[src/hdl/board_macros.svh]
// ~~~~~~~~~~~~~~~~~~~~~~~~~~~~~~
// Board test build constants
// ~~~~~~~~~~~~~~~~~~~~~~~~~~~~~~
`ifndef BOARD_MACROS_SVH
`define BOARD_MACROS_SVH

// Frame buffer address width, 64 bytes
`define BUF_ADDR_BITS 6

// Longest frame accepted for echo, in bytes
`define MAX_FRAME 64

// Idle cycles from the last received byte to the first echoed byte
`define ECHO_GAP 12

// PHY reset hold time in tx_clk cycles
`define PHY_RESET_CYCLES 100

`endif

[src/hdl/gmii_pkg.sv]
// ~~~~~~~~~~~~~~~~~~~~~~~~~~~~~~
// GMII link types
// ~~~~~~~~~~~~~~~~~~~~~~~~~~~~~~
package gmii_pkg;

	// Transmit byte lane
	typedef struct packed {
		logic [7:0] data;
		logic       en;
		logic       er;
	} gmii_tx_t;

	// Receive byte lane
	typedef struct packed {
		logic [7:0] data;
		logic       dv;
		logic       er;
	} gmii_rx_t;

	// RGMII pin group, one nibble plus control per half cycle
	typedef struct packed {
		logic [3:0] data;
		logic       ctl;
	} rgmii_lane_t;

endpackage

[src/hdl/board_pkg.sv]
// ~~~~~~~~~~~~~~~~~~~~~~~~~~~~~~
// Board status types
// ~~~~~~~~~~~~~~~~~~~~~~~~~~~~~~
package board_pkg;

	// Frame counters shown on the LEDs
	// Both wrap at 16
	typedef struct packed {
		logic [3:0] echoed;
		logic [3:0] dropped;
	} frame_stats_t;

	// Why a received frame was not echoed
	// none marks a frame ignored without counting
	typedef enum logic [1:0] {
		none,
		rx_error,
		too_long,
		busy
	} drop_reason_t;

endpackage

[src/hdl/rgmii_ddr_io.sv]
// ~~~~~~~~~~~~~~~~~~~~~~~~~~~~~~
// RGMII DDR converter
// ~~~~~~~~~~~~~~~~~~~~~~~~~~~~~~
`timescale 1ns/1ps

module rgmii_ddr_io (
	input  logic                  tx_clk,
	input  logic                  arst_n,
	input  gmii_pkg::gmii_tx_t    tx_byte,
	output gmii_pkg::gmii_rx_t    rx_byte,
	output gmii_pkg::rgmii_lane_t rgmii_tx,
	output logic                  rgmii_tx_clk,
	input  gmii_pkg::rgmii_lane_t rgmii_rx
);
	import gmii_pkg::*;

	// Transmit byte held for one full cycle
	gmii_tx_t    tx_q;
	// Low half of the receive lane, taken at the falling edge
	rgmii_lane_t rx_lo_q;
	// Nibble pair realigned to the rising edge
	rgmii_lane_t pair_lo;
	rgmii_lane_t pair_hi;

	// Transmit register
	// Byte from frame_echo goes out on the pins in the next cycle
	always_ff @(posedge tx_clk or negedge arst_n) begin
		if (!arst_n) begin
			tx_q <= '0;
		end else begin
			tx_q <= tx_byte;
		end
	end

	// Behavioral ODDR
	// High phase carries the low nibble and en
	// Low phase carries the high nibble and en xor er
	always_comb begin
		if (tx_clk) begin
			rgmii_tx.data = tx_q.data[3:0];
			rgmii_tx.ctl  = tx_q.en;
		end else begin
			rgmii_tx.data = tx_q.data[7:4];
			rgmii_tx.ctl  = tx_q.en ^ tx_q.er;
		end
	end

	// Clock forwarded in phase
	assign rgmii_tx_clk = tx_clk;

	// Low nibble and dv are stable through the high phase
	// so the falling edge closes that half
	always_ff @(negedge tx_clk or negedge arst_n) begin
		if (!arst_n) begin
			rx_lo_q <= '0;
		end else begin
			rx_lo_q <= rgmii_rx;
		end
	end

	// High nibble closes at the next rising edge
	// Low half is moved into the same edge here
	always_ff @(posedge tx_clk or negedge arst_n) begin
		if (!arst_n) begin
			pair_lo <= '0;
			pair_hi <= '0;
			rx_byte <= '0;
		end else begin
			pair_lo <= rx_lo_q;
			pair_hi <= rgmii_rx;
			// Rebuild the byte and decode er from the two ctl samples
			rx_byte <= '{data: {pair_hi.data, pair_lo.data},
				dv: pair_lo.ctl,
				er: pair_lo.ctl ^ pair_hi.ctl};
		end
	end

	// Rising edge still samples the low phase of the byte in tx_q
	// A high ctl there with en low would be er without en on the wire
	a_no_er_without_en: assert property (@(posedge tx_clk) disable iff (!arst_n)
		rgmii_tx.ctl |-> tx_q.en);

endmodule

[src/hdl/phy_reset_gen.sv]
// ~~~~~~~~~~~~~~~~~~~~~~~~~~~~~~
// PHY reset sequencer
// ~~~~~~~~~~~~~~~~~~~~~~~~~~~~~~
`timescale 1ns/1ps
`include "board_macros.svh"

module phy_reset_gen (
	input  logic tx_clk,
	input  logic arst_n,
	output logic phy_rstn
);
	localparam int cnt_bits = $clog2(`PHY_RESET_CYCLES + 1);

	// Edges seen since board reset was released
	logic [cnt_bits-1:0] cnt;

	always_ff @(posedge tx_clk or negedge arst_n) begin
		if (!arst_n) begin
			cnt      <= '0;
			phy_rstn <= 1'b0;
		end else begin
			// Saturates at the hold length
			if (cnt != cnt_bits'(`PHY_RESET_CYCLES)) begin
				cnt <= cnt + cnt_bits'(1);
			end
			// Old count is one short on the final edge of the hold
			if (cnt == cnt_bits'(`PHY_RESET_CYCLES - 1)) begin
				phy_rstn <= 1'b1;
			end
		end
	end

	// PHY stays out of reset until the next board reset
	a_phy_rstn_sticky: assert property (@(posedge tx_clk) disable iff (!arst_n)
		phy_rstn |=> phy_rstn);

endmodule

[src/hdl/frame_echo.sv]
// ~~~~~~~~~~~~~~~~~~~~~~~~~~~~~~
// Store-and-forward frame echo
// ~~~~~~~~~~~~~~~~~~~~~~~~~~~~~~
`timescale 1ns/1ps
`include "board_macros.svh"

module frame_echo (
	input  logic                    tx_clk,
	input  logic                    arst_n,
	input  logic                    enable,
	input  gmii_pkg::gmii_rx_t      rx_byte,
	output gmii_pkg::gmii_tx_t      tx_byte,
	output board_pkg::frame_stats_t stats
);
	import board_pkg::*;

	localparam int len_bits = $clog2(`MAX_FRAME + 1);
	localparam int gap_bits = $clog2(`ECHO_GAP);
	// End of frame is seen one cycle after the last byte
	// and the gap state starts one cycle after that
	localparam int gap_load = `ECHO_GAP - 3;

	typedef enum logic [1:0] {rx_idle, rx_capture, rx_discard} rx_state_t;
	typedef enum logic [1:0] {tx_idle, tx_gap, tx_send} tx_state_t;

	rx_state_t           rx_state;
	tx_state_t           tx_state;
	drop_reason_t        reason;
	logic [7:0]          buf_mem [0:(1 << `BUF_ADDR_BITS) - 1];
	logic [len_bits-1:0] wr_cnt;
	logic [len_bits-1:0] frame_len;
	logic [len_bits-1:0] rd_cnt;
	logic [gap_bits-1:0] gap_cnt;
	logic                start_ok;
	logic                buf_wr;
	logic                frame_commit;
	logic                frame_drop;

	// New frame may be captured only when enabled and nothing is pending
	assign start_ok = enable && (tx_state == tx_idle);

	// Clean byte of an accepted frame, still inside the buffer
	assign buf_wr = rx_byte.dv && !rx_byte.er &&
		((rx_state == rx_idle && start_ok) ||
		(rx_state == rx_capture && wr_cnt != len_bits'(`MAX_FRAME)));

	// Good frame ends
	assign frame_commit = (rx_state == rx_capture) && !rx_byte.dv;
	// Bad frame ends, ignored frames leave no count
	assign frame_drop = (rx_state == rx_discard) && !rx_byte.dv && (reason != none);

	// Frame buffer
	always_ff @(posedge tx_clk) begin
		if (buf_wr) begin
			buf_mem[wr_cnt[`BUF_ADDR_BITS-1:0]] <= rx_byte.data;
		end
	end

	// Receive FSM
	always_ff @(posedge tx_clk or negedge arst_n) begin
		if (!arst_n) begin
			rx_state  <= rx_idle;
			reason    <= none;
			wr_cnt    <= '0;
			frame_len <= '0;
		end else begin
			case (rx_state)
				rx_idle: begin
					if (rx_byte.dv) begin
						if (!enable) begin
							// PHY still held in reset
							rx_state <= rx_discard;
							reason   <= none;
						end else if (!start_ok) begin
							rx_state <= rx_discard;
							reason   <= busy;
						end else if (rx_byte.er) begin
							rx_state <= rx_discard;
							reason   <= rx_error;
						end else begin
							// First byte written at address 0
							rx_state <= rx_capture;
							wr_cnt   <= len_bits'(1);
						end
					end
				end
				rx_capture: begin
					if (!rx_byte.dv) begin
						frame_len <= wr_cnt;
						wr_cnt    <= '0;
						rx_state  <= rx_idle;
					end else if (rx_byte.er) begin
						rx_state <= rx_discard;
						reason   <= rx_error;
						wr_cnt   <= '0;
					end else if (wr_cnt == len_bits'(`MAX_FRAME)) begin
						// One byte past the limit, drop the rest
						rx_state <= rx_discard;
						reason   <= too_long;
						wr_cnt   <= '0;
					end else begin
						wr_cnt <= wr_cnt + len_bits'(1);
					end
				end
				default: begin
					if (!rx_byte.dv) begin
						rx_state <= rx_idle;
						reason   <= none;
					end
				end
			endcase
		end
	end

	// Transmit FSM and counters
	always_ff @(posedge tx_clk or negedge arst_n) begin
		if (!arst_n) begin
			tx_state <= tx_idle;
			gap_cnt  <= '0;
			rd_cnt   <= '0;
			stats    <= '0;
		end else begin
			if (frame_drop) begin
				stats.dropped <= stats.dropped + 4'd1;
			end
			case (tx_state)
				tx_idle: begin
					if (frame_commit) begin
						tx_state <= tx_gap;
						gap_cnt  <= gap_bits'(gap_load);
					end
				end
				tx_gap: begin
					if (gap_cnt == '0) begin
						tx_state <= tx_send;
						rd_cnt   <= '0;
					end else begin
						gap_cnt <= gap_cnt - gap_bits'(1);
					end
				end
				default: begin
					// Count the echo once its last byte is out
					if (rd_cnt == frame_len - len_bits'(1)) begin
						tx_state     <= tx_idle;
						stats.echoed <= stats.echoed + 4'd1;
					end else begin
						rd_cnt <= rd_cnt + len_bits'(1);
					end
				end
			endcase
		end
	end

	// Buffer read straight onto the transmit lane
	assign tx_byte = '{data: buf_mem[rd_cnt[`BUF_ADDR_BITS-1:0]],
		en: (tx_state == tx_send),
		er: 1'b0};

	// en only while reading inside the committed frame
	a_tx_en_in_send: assert property (@(posedge tx_clk) disable iff (!arst_n)
		tx_byte.en |-> (rd_cnt < frame_len));

	// Committed length fits the buffer
	a_frame_len_range: assert property (@(posedge tx_clk) disable iff (!arst_n)
		frame_commit |=> (frame_len != '0) && (frame_len <= len_bits'(`MAX_FRAME)));

endmodule

[src/hdl/board_top.sv]
// ~~~~~~~~~~~~~~~~~~~~~~~~~~~~~~
// Ethernet test board top
// ~~~~~~~~~~~~~~~~~~~~~~~~~~~~~~
`timescale 1ns/1ps

module board_top (
	input  logic                  tx_clk,
	input  logic                  arst_n,
	// RGMII transmit pins
	output gmii_pkg::rgmii_lane_t rgmii_tx,
	output logic                  rgmii_tx_clk,
	// RGMII receive pins, sampled on tx_clk
	input  gmii_pkg::rgmii_lane_t rgmii_rx,
	// Reset to the PHY
	output logic                  phy_rstn,
	// Dropped count high, echoed count low
	output logic [7:0]            leds
);
	import gmii_pkg::*;
	import board_pkg::*;

	// GMII bytes between converter and echo block
	gmii_rx_t     rx_byte;
	gmii_tx_t     tx_byte;
	// Frame counters
	frame_stats_t stats;

	// DDR conversion
	rgmii_ddr_io u_rgmii_ddr_io (
		.tx_clk       (tx_clk),
		.arst_n       (arst_n),
		.tx_byte      (tx_byte),
		.rx_byte      (rx_byte),
		.rgmii_tx     (rgmii_tx),
		.rgmii_tx_clk (rgmii_tx_clk),
		.rgmii_rx     (rgmii_rx)
	);

	// PHY reset hold
	phy_reset_gen u_phy_reset_gen (
		.tx_clk   (tx_clk),
		.arst_n   (arst_n),
		.phy_rstn (phy_rstn)
	);

	// Echo runs only once the PHY is out of reset
	frame_echo u_frame_echo (
		.tx_clk  (tx_clk),
		.arst_n  (arst_n),
		.enable  (phy_rstn),
		.rx_byte (rx_byte),
		.tx_byte (tx_byte),
		.stats   (stats)
	);

	// Counters onto the LED bus
	assign leds = {stats.dropped, stats.echoed};

endmodule

[config.mk]
export PLATFORM = sky130hd
export DESIGN_NAME = board_top
export DESIGN_NICKNAME = d
export VERILOG_FILES = /design/src/hdl/gmii_pkg.sv /design/src/hdl/board_pkg.sv /design/src/hdl/rgmii_ddr_io.sv /design/src/hdl/phy_reset_gen.sv /design/src/hdl/frame_echo.sv /design/src/hdl/board_top.sv
export VERILOG_INCLUDE_DIRS = /design/src /design/src/hdl
export SDC_FILE = /design/constraint.sdc
export NUM_CORES = 1
export LEC_CHECK = 0
export BUFFER_PORTS_ARGS = -buffer_cell sky130_fd_sc_hd__buf_4
export CAP_MARGIN = 5
export CORE_MARGIN = 10
export CORE_UTILIZATION = 52
export DETAILED_ROUTE_END_ITERATION = 6
export PLACE_DENSITY_LB_ADDON = 0.12
export SYNTH_ARGS = -nofsm -noshare
export SYNTH_HDL_FRONTEND = slang
export SYNTH_SLANG_ARGS = --single-unit
[constraint.sdc]
create_clock -name tx_clk -period 8.5 [get_ports tx_clk]
set_clock_uncertainty 0.15 [all_clocks]
set_input_delay 0.85 -clock tx_clk [delete_from_list [all_inputs] [get_ports tx_clk]]
set_output_delay 0.85 -clock tx_clk [all_outputs]
set_load 0.05 [all_outputs]
Yosys cells after proc, flatten, opt, wreduce, memory -nomap -nowiden --
Memory sizes are Yosys's and may differ from the RTL's. A register that Yosys moved wholly into a read port is not among the register bits. Cells that the tools add are included.
Cells by class: add/subtract/negate cells 7, equal/unequal tests 22, muxes and demuxes 37, bitwise gates (word level) 4, reduce and logical (&&, ||, !) cells 28
Operators by type and width (count):
- $mux 7 | 9
- $mux 2 | 17
- $pmux 7 s2 | 2
- $add 7x1->7 const B | 3
- $eq 7x7->1 const B | 2
- $ne 7x7->1 const B | 2
- $ne 2x2->1 const B | 6
- $pmux 2 s2 | 3
- $reduce_and 3->1 | 4
- $reduce_and 5->1 | 2
- $add 4x1->4 const B | 2
- $logic_and 1x1->1 | 8
- $mux 4 | 2
- $ne 4x4->1 const B | 2
- $pmux 4 s2 | 1
- $eq 7x7->1 | 1
- $sub 7x1->7 const B | 1
- $ne 2x1->1 const B | 3
- $reduce_bool 2->1 | 3
- $mux 5 | 1
- $eq 2x1->1 const B | 2
- $eq 2x2->1 const B | 2
- $logic_not 2->1 | 2
- $logic_not 4->1 | 1
- other kinds (11) | 17
Storage, ports and cells: register bits 73, RAM bits 512, logic and storage cells 120, memories 1
Memories:
- u_frame_echo.buf_mem | depth 64, bits a word 8, rd ports 1, clocked after Yosys merged registers in 1, wr ports 1, line frame_echo.sv:29 | logic [7:0] buf_mem [0:(1 << `BUF_ADDR_BITS) - 1];

Depth between registers and ports, before layout --
Gate-level depths: netlist (run 1).
depth in word-level cells 7, mapped depth 10, gate-level depth less buffers 9

Hierarchy --
Synthesis (run 1) repeated with hierarchy kept, for this count alone.
Second synthesis, totals: cell total of the unflattened synthesis 1213, area, all modules 23383.7 um2
Modules (own cells, without submodules):
- frame_echo | instances 1, cells an instance 1139, area an instance 22062.4 um2, sequential area each 16350.7 um2
- rgmii_ddr_io | instances 1, cells an instance 43, area an instance 952.2 um2, sequential area each 875.8 um2
- phy_reset_gen | instances 1, cells an instance 31, area an instance 369.1 um2, sequential area each 200.2 um2

==> run_results.csv, run 1 <==
group,metric,value,unit
setup_path,crit_slowest_cell,"mux2_2",
finish,layout.nets,1359,
pwr,vdd_drop_max,0.208,mV
route,dr.pass1.iters,5,
finish,final_area,26300,µm²
global_route,grt_pass1_vias,12400,
timing,worstMarginPinSlew,1.19,ns
setup_path,crit_required,7.50,ns
route,routed_wl,51300,µm
setup_path,worstSetupPathType,"clk2out",
outcome,status,"completed",
route,remaining_drc_errors,0,
synthesis,synth_area_leader_cell,"edfxtp_1",
clock_tree,postCtsSetupBuffers,0,
synthesis,yosysSeqAreaShare,0.734,
pwr,comb_power_share,0.008,
timing,hold_violations,0,
synthesis,syn_avg_cell_area,18.1,µm²
timing,whs,0.0818,ns
synthesis,syn-num-nets,1330,
global_route,grt_antenna_before_repair,1,
synthesis,ys_ff_latch,593,
clock_tree,clk_latency,0.73,ns
synthesis,yosysMostFrequentCell,"edfxtp_1",
setup_path,critPathMaxFanout,4,
setup_path,start_kind,"clock port",
floorplan,initial_utilization,0.524,
setup_path,end_kind,"output pin",
synthesis,synth_cell_types,69,
clock_tree,cts_tree,"yes",
pwr,leakagePower,8.38,nW
global_route,grt_max_degree,107,
synthesis,synthCells,1313,
pwr,p_total,5.97,mW
floorplan,dieWidth,234,µm
synthesis,ys_warn_count,0,
synthesis,synth_top_cell_area_share,0.648,
synthesis,synth_edf_count,512,
place,place_congestion,0.810,
route,wl_per_cell,25.8,µm
floorplan,fp.coreArea,45300,µm²
floorplan,die_area,54600,µm²
route,vias,11900,
global_route,grt.overflow.total,0,
setup_path,crit_path_frequent_cell,"clkbuf_16",
synthesis,synth-main-ff-cell,"edfxtp_1",
pwr,clockPowerShare,0.459,
clock_tree,path_clk_slew,0.06,ns
finish,syn2layout_area_growth,10.9,%
job,max_cap_viol_count,0,
timing,rsz0062_at_grt,"false",
setup_path,critPathMaxStageDelay,0.32,ns
route,drtIter0Drc,1070,
synthesis,syn-cell-area,23700,µm²
timing,max_slew_margin,0.209,
timing,worst_slack,2.45,ns
global_route,grt_usage,0.193,
floorplan,die_h,234,µm
min_path,hold_path_class,"in2reg",
timing,setup_viol,0,
place,io_buffers,21,
route,antenna_left,0,
timing,setup_tns,0,ns
floorplan,ioPinCount,22,
finish,drive_gt1_frac,0.212,
pwr,power.internal,4.74,mW
setup_path,rrSetupSlack,3.66,ns
setup_path,crit_chain,"clkbuf_16, clkbuf_16, mux2_2, buf_4",
place,place_area,24300,µm²
setup_path,arrival,5.05,ns
synthesis,synthTopCellsByCount,"512 x edfxtp_1, 99 x nor2_1, 96 x mux4_2, 76 x dfrtp_1, 53 x mux2i_1",
global_route,grt_first_pass_wirelength,78000,µm
pwr,p_sw,1.23,mW
floorplan,fp-row-count,78,
pwr,powerDensity,227,nW/µm²
pwr,p_sw_frac,0.206,
place,preCtsSetupSlack,2.82,ns
place,hpwl,30300,µm
timing,maxSlewViolCount,0,
pwr,p_seq_frac,0.533,
synthesis,async_flop_share,0.137,
route,viasPerCell,6.00,
synthesis,synthTopCellsByArea,"edfxtp_1 65%, mux4_2 9.1%, dfrtp_1 8.0%, mux2i_1 2.2%, mux2_2 2.0%",
final cells by class:
cell class	instances	area [µm²]
well taps	600	751
clock inverters	32	246
clock buffers	85	1780
repair buffers	32	255
flip-flops and latches	593	17400
diodes	1	2.50
fillers	3449	19000
inverters	19	71.3
multi-input cells	628	5770
power groups by stage:
stage / Sequential (mW) / Combinational (mW) / Clock, mW
2_1_floorplan: 3.25 / 0.00412 / 0.0777
3_3_place_gp: 3.24 / 0.0466 / 0.0913
3_5_place_dp: 3.24 / 0.0490 / 0.0913
4_1_cts: 3.18 / 0.0494 / 2.79
5_1_grt: 3.18 / 0.0527 / 2.91
6_report: 3.18 / 0.0475 / 2.74
routing by layer:
| layer | global-route usage | share of wire | vias up |
|---|---|---|---|
| met5 | 0 | 0.00021 | - |
| met1 | 0.259 | 0.42 | 6215 |
| met2 | 0.310 | 0.49 | 360 |
| li1 | - | - | 5267 |
| met4 | 0.0687 | 0.027 | 2 |
| met3 | 0.0396 | 0.065 | 101 |
worst paths after layout:
kind                                      startpoint                   endpoint  depth (start not counted)
setup / recovery                              tx_clk                rgmii_tx[1]                          4
hold / removal                           rgmii_rx[2]  u_rgmii_ddr_io.pair_hi[2]                          1
setup reg to reg           u_rgmii_ddr_io.rx_lo_q[4]  u_rgmii_ddr_io.pair_lo[4]                          0
hold reg to reg            u_rgmii_ddr_io.pair_hi[3]  u_rgmii_ddr_io.rx_byte[8]                          0
max in group asynchronous                     arst_n  u_rgmii_ddr_io.rx_lo_q[1]                          2
min in group asynchronous                     arst_n     u_phy_reset_gen.cnt[0]                          2
stage by stage:
stage / util / cells
global placement: 0.537 / 1876
CTS: 0.581 / 1989
floorplan: - / 1313
detailed placement: 0.537 / 1876
finish: 0.581 / 1990
global route: 0.581 / 1989
repair_timing:
item | 4_1_cts | 5_1_grt
hold buffers | 1 | 0
resized for setup | 0 | 0
endpoints found under the hold margin | 20 | 0
state kept, by name, indices dropped and copies added, names as in the netlist:
register,flops
u_rgmii_ddr_io.pair_hi,5
u_phy_reset_gen.phy_rstn,1
u_frame_echo.wr_cnt,7
u_frame_echo.reason,2
u_rgmii_ddr_io.tx_q,9
u_rgmii_ddr_io.rx_lo_q,5
u_rgmii_ddr_io.pair_lo,5
u_frame_echo.buf_mem,512
u_frame_echo.tx_state,2
u_rgmii_ddr_io.rx_byte,10
u_frame_echo.rx_state,2
u_frame_echo.stats,8
u_frame_echo.rd_cnt,7
u_phy_reset_gen.cnt,7
u_frame_echo.frame_len,7
u_frame_echo.gap_cnt,4
worst max-delay path, delay by kind of cell:
kind / cells / cell delay [ns]
multiplexers: 1 / 0.32
buffers and inverters: 3 / 0.49
placed cells by master, fill, tap and decap left out, types with 7 or more instances in the layout:
cell type  synthesis  routed
a32oi_1            7       7
clkbuf_16          0      67
clkbuf_1          24      11
o211ai_1           8       8
a21oi_1           24      24
edfxtp_1         512     512
a31oi_1           10      10
buf_4              6      35
and3_1             7       7
clkinv_2           0      14
mux2_2            42      42
inv_1             18      18
mux4_2            96      96
nor2_1            99      99
nand3b_1           9       9
ha_1              10      10
dfrtp_1           76      65
o21ai_0           21      21
o21ai_1           13      13
a22oi_1           27      27
mux2i_1           53      53
nor2b_1           12      12
nand3_1           20      20
or3_1              7       7
o22ai_1           30      30
clkinv_1           1      11
dfrtp_2            0       9
nand2b_1           8       8
xnor2_1           15      15
nand2_1           45      45
nor3_1            10       8
kinds of logic (layout without fill, tap and decap cells):
family                     count (synthesis)  in the layout  synth area share
AOI/OAI and AO/OA                        160            160            0.0439
xor gates and xnor gates                  22             22           0.00844
adders and majority gates                 10             10           0.00527
buffers and inverters                     92            168            0.0236
DFF                                      593            593             0.734
muxes                                    196            196             0.136
other                                      0              1                 0
and+or+nand+nor                          240            240            0.0488
No activity file was read; power rests on OpenSTA's default activity.
==> run 2: changes to the inputs <==
ABC_AREA = 1   (was default)
clock period = 5.38 ns   (was 8.5 ns; I/O delays follow)
==> run 2 against run 1 <==
  * Synthesized cell count grew 69%
  * Final area grew 3.6%
  * Register-to-register slack lost 1.8 ns
  * Critical path depth is the same
  * Sequential power grew 60%
  * Non-clock buffer count grew 4
  * Via count grew 33%
  * Global-route usage grew 2.1 points
  * Synthesized area grew 4.1%
  * Largest power group unchanged
==> run_results.csv, run 2 <==
group,metric,value,unit
synthesis,yosys.area_share.simple,0.169,
clock_tree,postCtsResizedCells,0,
outcome,status,"completed",
finish,drive_gt1_frac,0.0718,
timing,rsz0062_at_grt,"false",
floorplan,die_h,238,µm
synthesis,ys_ff_latch,593,
synthesis,synth_edf_count,512,
route,remaining_drc_errors,0,
synthesis,synth_mux_area_frac,0.00228,
route,wl_per_cell,21.1,µm
pwr,powerDensity,353,nW/µm²
clock_tree,clk_latency,0.74,ns
synthesis,synth_top_cell_area_share,0.623,
finish,fin_cells,2864,
place,place_area,25100,µm²
floorplan,die_area,56600,µm²
clock_tree,postCtsSetupBuffers,0,
setup_path,r2r_start,"u_frame_echo.wr_cnt[0]",
setup_path,r2r-end,"u_frame_echo.buf_mem[5][4]",
timing,setup_tns,0,ns
global_route,grt.overflow.total,0,
synthesis,synthTopCellsByArea,"edfxtp_1 62%, dfrtp_1 7.7%, nand2_1 7.4%, nor2_1 6.8%, o21ai_0 3.6%",
floorplan,fp.coreArea,46800,µm²
finish,syn2layout_area_growth,10.3,%
setup_path,arrival,3.50,ns
finish,mostFrequentLayoutCells,"512 x edfxtp_1, 487 x nand2_1, 448 x nor2_1",
min_path,hold_path_class,"in2async",
route,met1_length,25700,µm
place,io_buffers,21,
global_route,grt_usage,0.214,
setup_path,end_kind,"output pin",
route,vias,15900,
place,place_congestion,0.852,
pwr,vdd_drop_max,0.331,mV
synthesis,ys_warn_count,0,
synthesis,synth_cell_types,37,
job,max_cap_viol_count,0,
route,top_layer_used,"met5",
route,routed_wl,60500,µm
route,viasPerCell,5.56,
route,dr.pass1.iters,6,
pwr,p_total,9.61,mW
timing,hold_violations,0,
timing,worstMarginPinSlew,1.22,ns
synthesis,synth_xor_area_frac,0.00709,
route,dr_wl_met3,4920,µm
clock_tree,cts_tree,"yes",
synthesis,yosysMostFrequentCell,"edfxtp_1",
floorplan,fp-row-count,79,
timing,whs,0.0720,ns
finish,num_antenna_cells,0,
timing,setup_viol,0,
synthesis,async_flop_share,0.137,
synthesis,synthAdderAreaFrac,0.00507,
timing,max_slew_margin,0.186,
setup_path,worstSetupPathType,"clk2out",
synthesis,syn-num-nets,2230,
finish,layout.nets,2225,
global_route,grt_antenna_before_repair,1,
setup_path,r2r_cells,7,
synthesis,yosysSeqAreaShare,0.705,
global_route,grt_max_degree,252,
route,drtIter0Drc,1731,
pwr,leakagePower,10.1,nW
route,antenna_left,0,
setup_path,critPathMaxFanout,3,
synthesis,syn-cell-area,24700,µm²
synthesis,synth_top_family_by_area,"simple AND/OR/NAND/NOR gates",
finish,largest_register_ffs,512,
floorplan,ioPinCount,22,
timing,maxSlewViolCount,0,
route,wl_met2,27900,µm
synthesis,syn_avg_cell_area,11.2,µm²
clock_tree,path_clk_slew,0.06,ns
place,dp_cells,2745,
synthesis,synth_area_leader_cell,"edfxtp_1",
finish,final_area,27200,µm²
floorplan,dieWidth,238,µm
floorplan,initial_utilization,0.528,
global_route,grt_first_pass_wirelength,92300,µm
synthesis,synth_compound_area_frac,0.0679,
synthesis,synthTopCellsByCount,"512 x edfxtp_1, 487 x nand2_1, 448 x nor2_1, 176 x o21ai_0, 98 x inv_1",
synthesis,synthCells,2213,
global_route,grt_pass1_vias,15700,
clock_tree,ctsHoldBuffers,6,
setup_path,rrSetupSlack,1.88,ns
synthesis,synth-main-ff-cell,"edfxtp_1",
place,hpwl,34300,µm
setup_path,start_kind,"clock port",
finish,layout_commonest_cell,"edfxtp_1",
setup_path,crit_required,4.69,ns
-- run 2: cells by family (layout without fill, tap and decap cells) --
logic type / Yosys count / count (layout)
buffers and inverters: 217 / 261
AOI/OAI and AO/OA: 309 / 309
DFF: 593 / 593
and+or+nand+nor: 1059 / 1059
xor gates and xnor gates: 20 / 20
adders and majority gates: 10 / 10
muxes: 5 / 5
-- run 2: metal layers --
metal / GRT usage / up-vias
li1: - / 7529
met1: 0.291 / 7664
met2: 0.335 / 604
met3: 0.0459 / 124
met4: 0.0765 / 2
met5: 0.00779 / -
-- run 2: critical path: stages --
cell and delay (ns):
clkbuf_16 0.13, clkbuf_16 0.15, mux2_2 0.32, buf_4 0.21
-- run 2: per-stage QoR --
stage	setup slack [ns]	utilization
after global placement	1.57	0.537
after detailed placement	1.57	0.537
after CTS	1.18	0.583
after global routing	1.17	0.583
final	1.20	0.583
after floorplan	1.63	-
-- run 2: how the worst max path moves through the flow --
stage	start	end	cells after the start
after CTS	tx_clk	rgmii_tx[4]	4
after global routing	tx_clk	rgmii_tx[4]	4
after floorplan	tx_clk	rgmii_tx[1]	1
after detailed placement	tx_clk	rgmii_tx[1]	2
final	tx_clk	rgmii_tx[4]	4
after global placement	tx_clk	rgmii_tx[1]	2
-- run 2: final cells by class --
class	instances	area, µm²
Inverter	107	407
Sequential cell	593	17400
Clock buffer	89	1830
Clock inverter	29	273
Multi-Input combinational cell	1403	6210
Fill cell	3869	19500
Tap cell	607	759
Timing Repair Buffer	36	323
-- run 2: power breakdown --
group	total, mW	internal, mW	switching [mW]
clock network	4.49	2.60	1.89
registers	5.08	5.01	0.0749
logic	0.0377	0.00982	0.0278
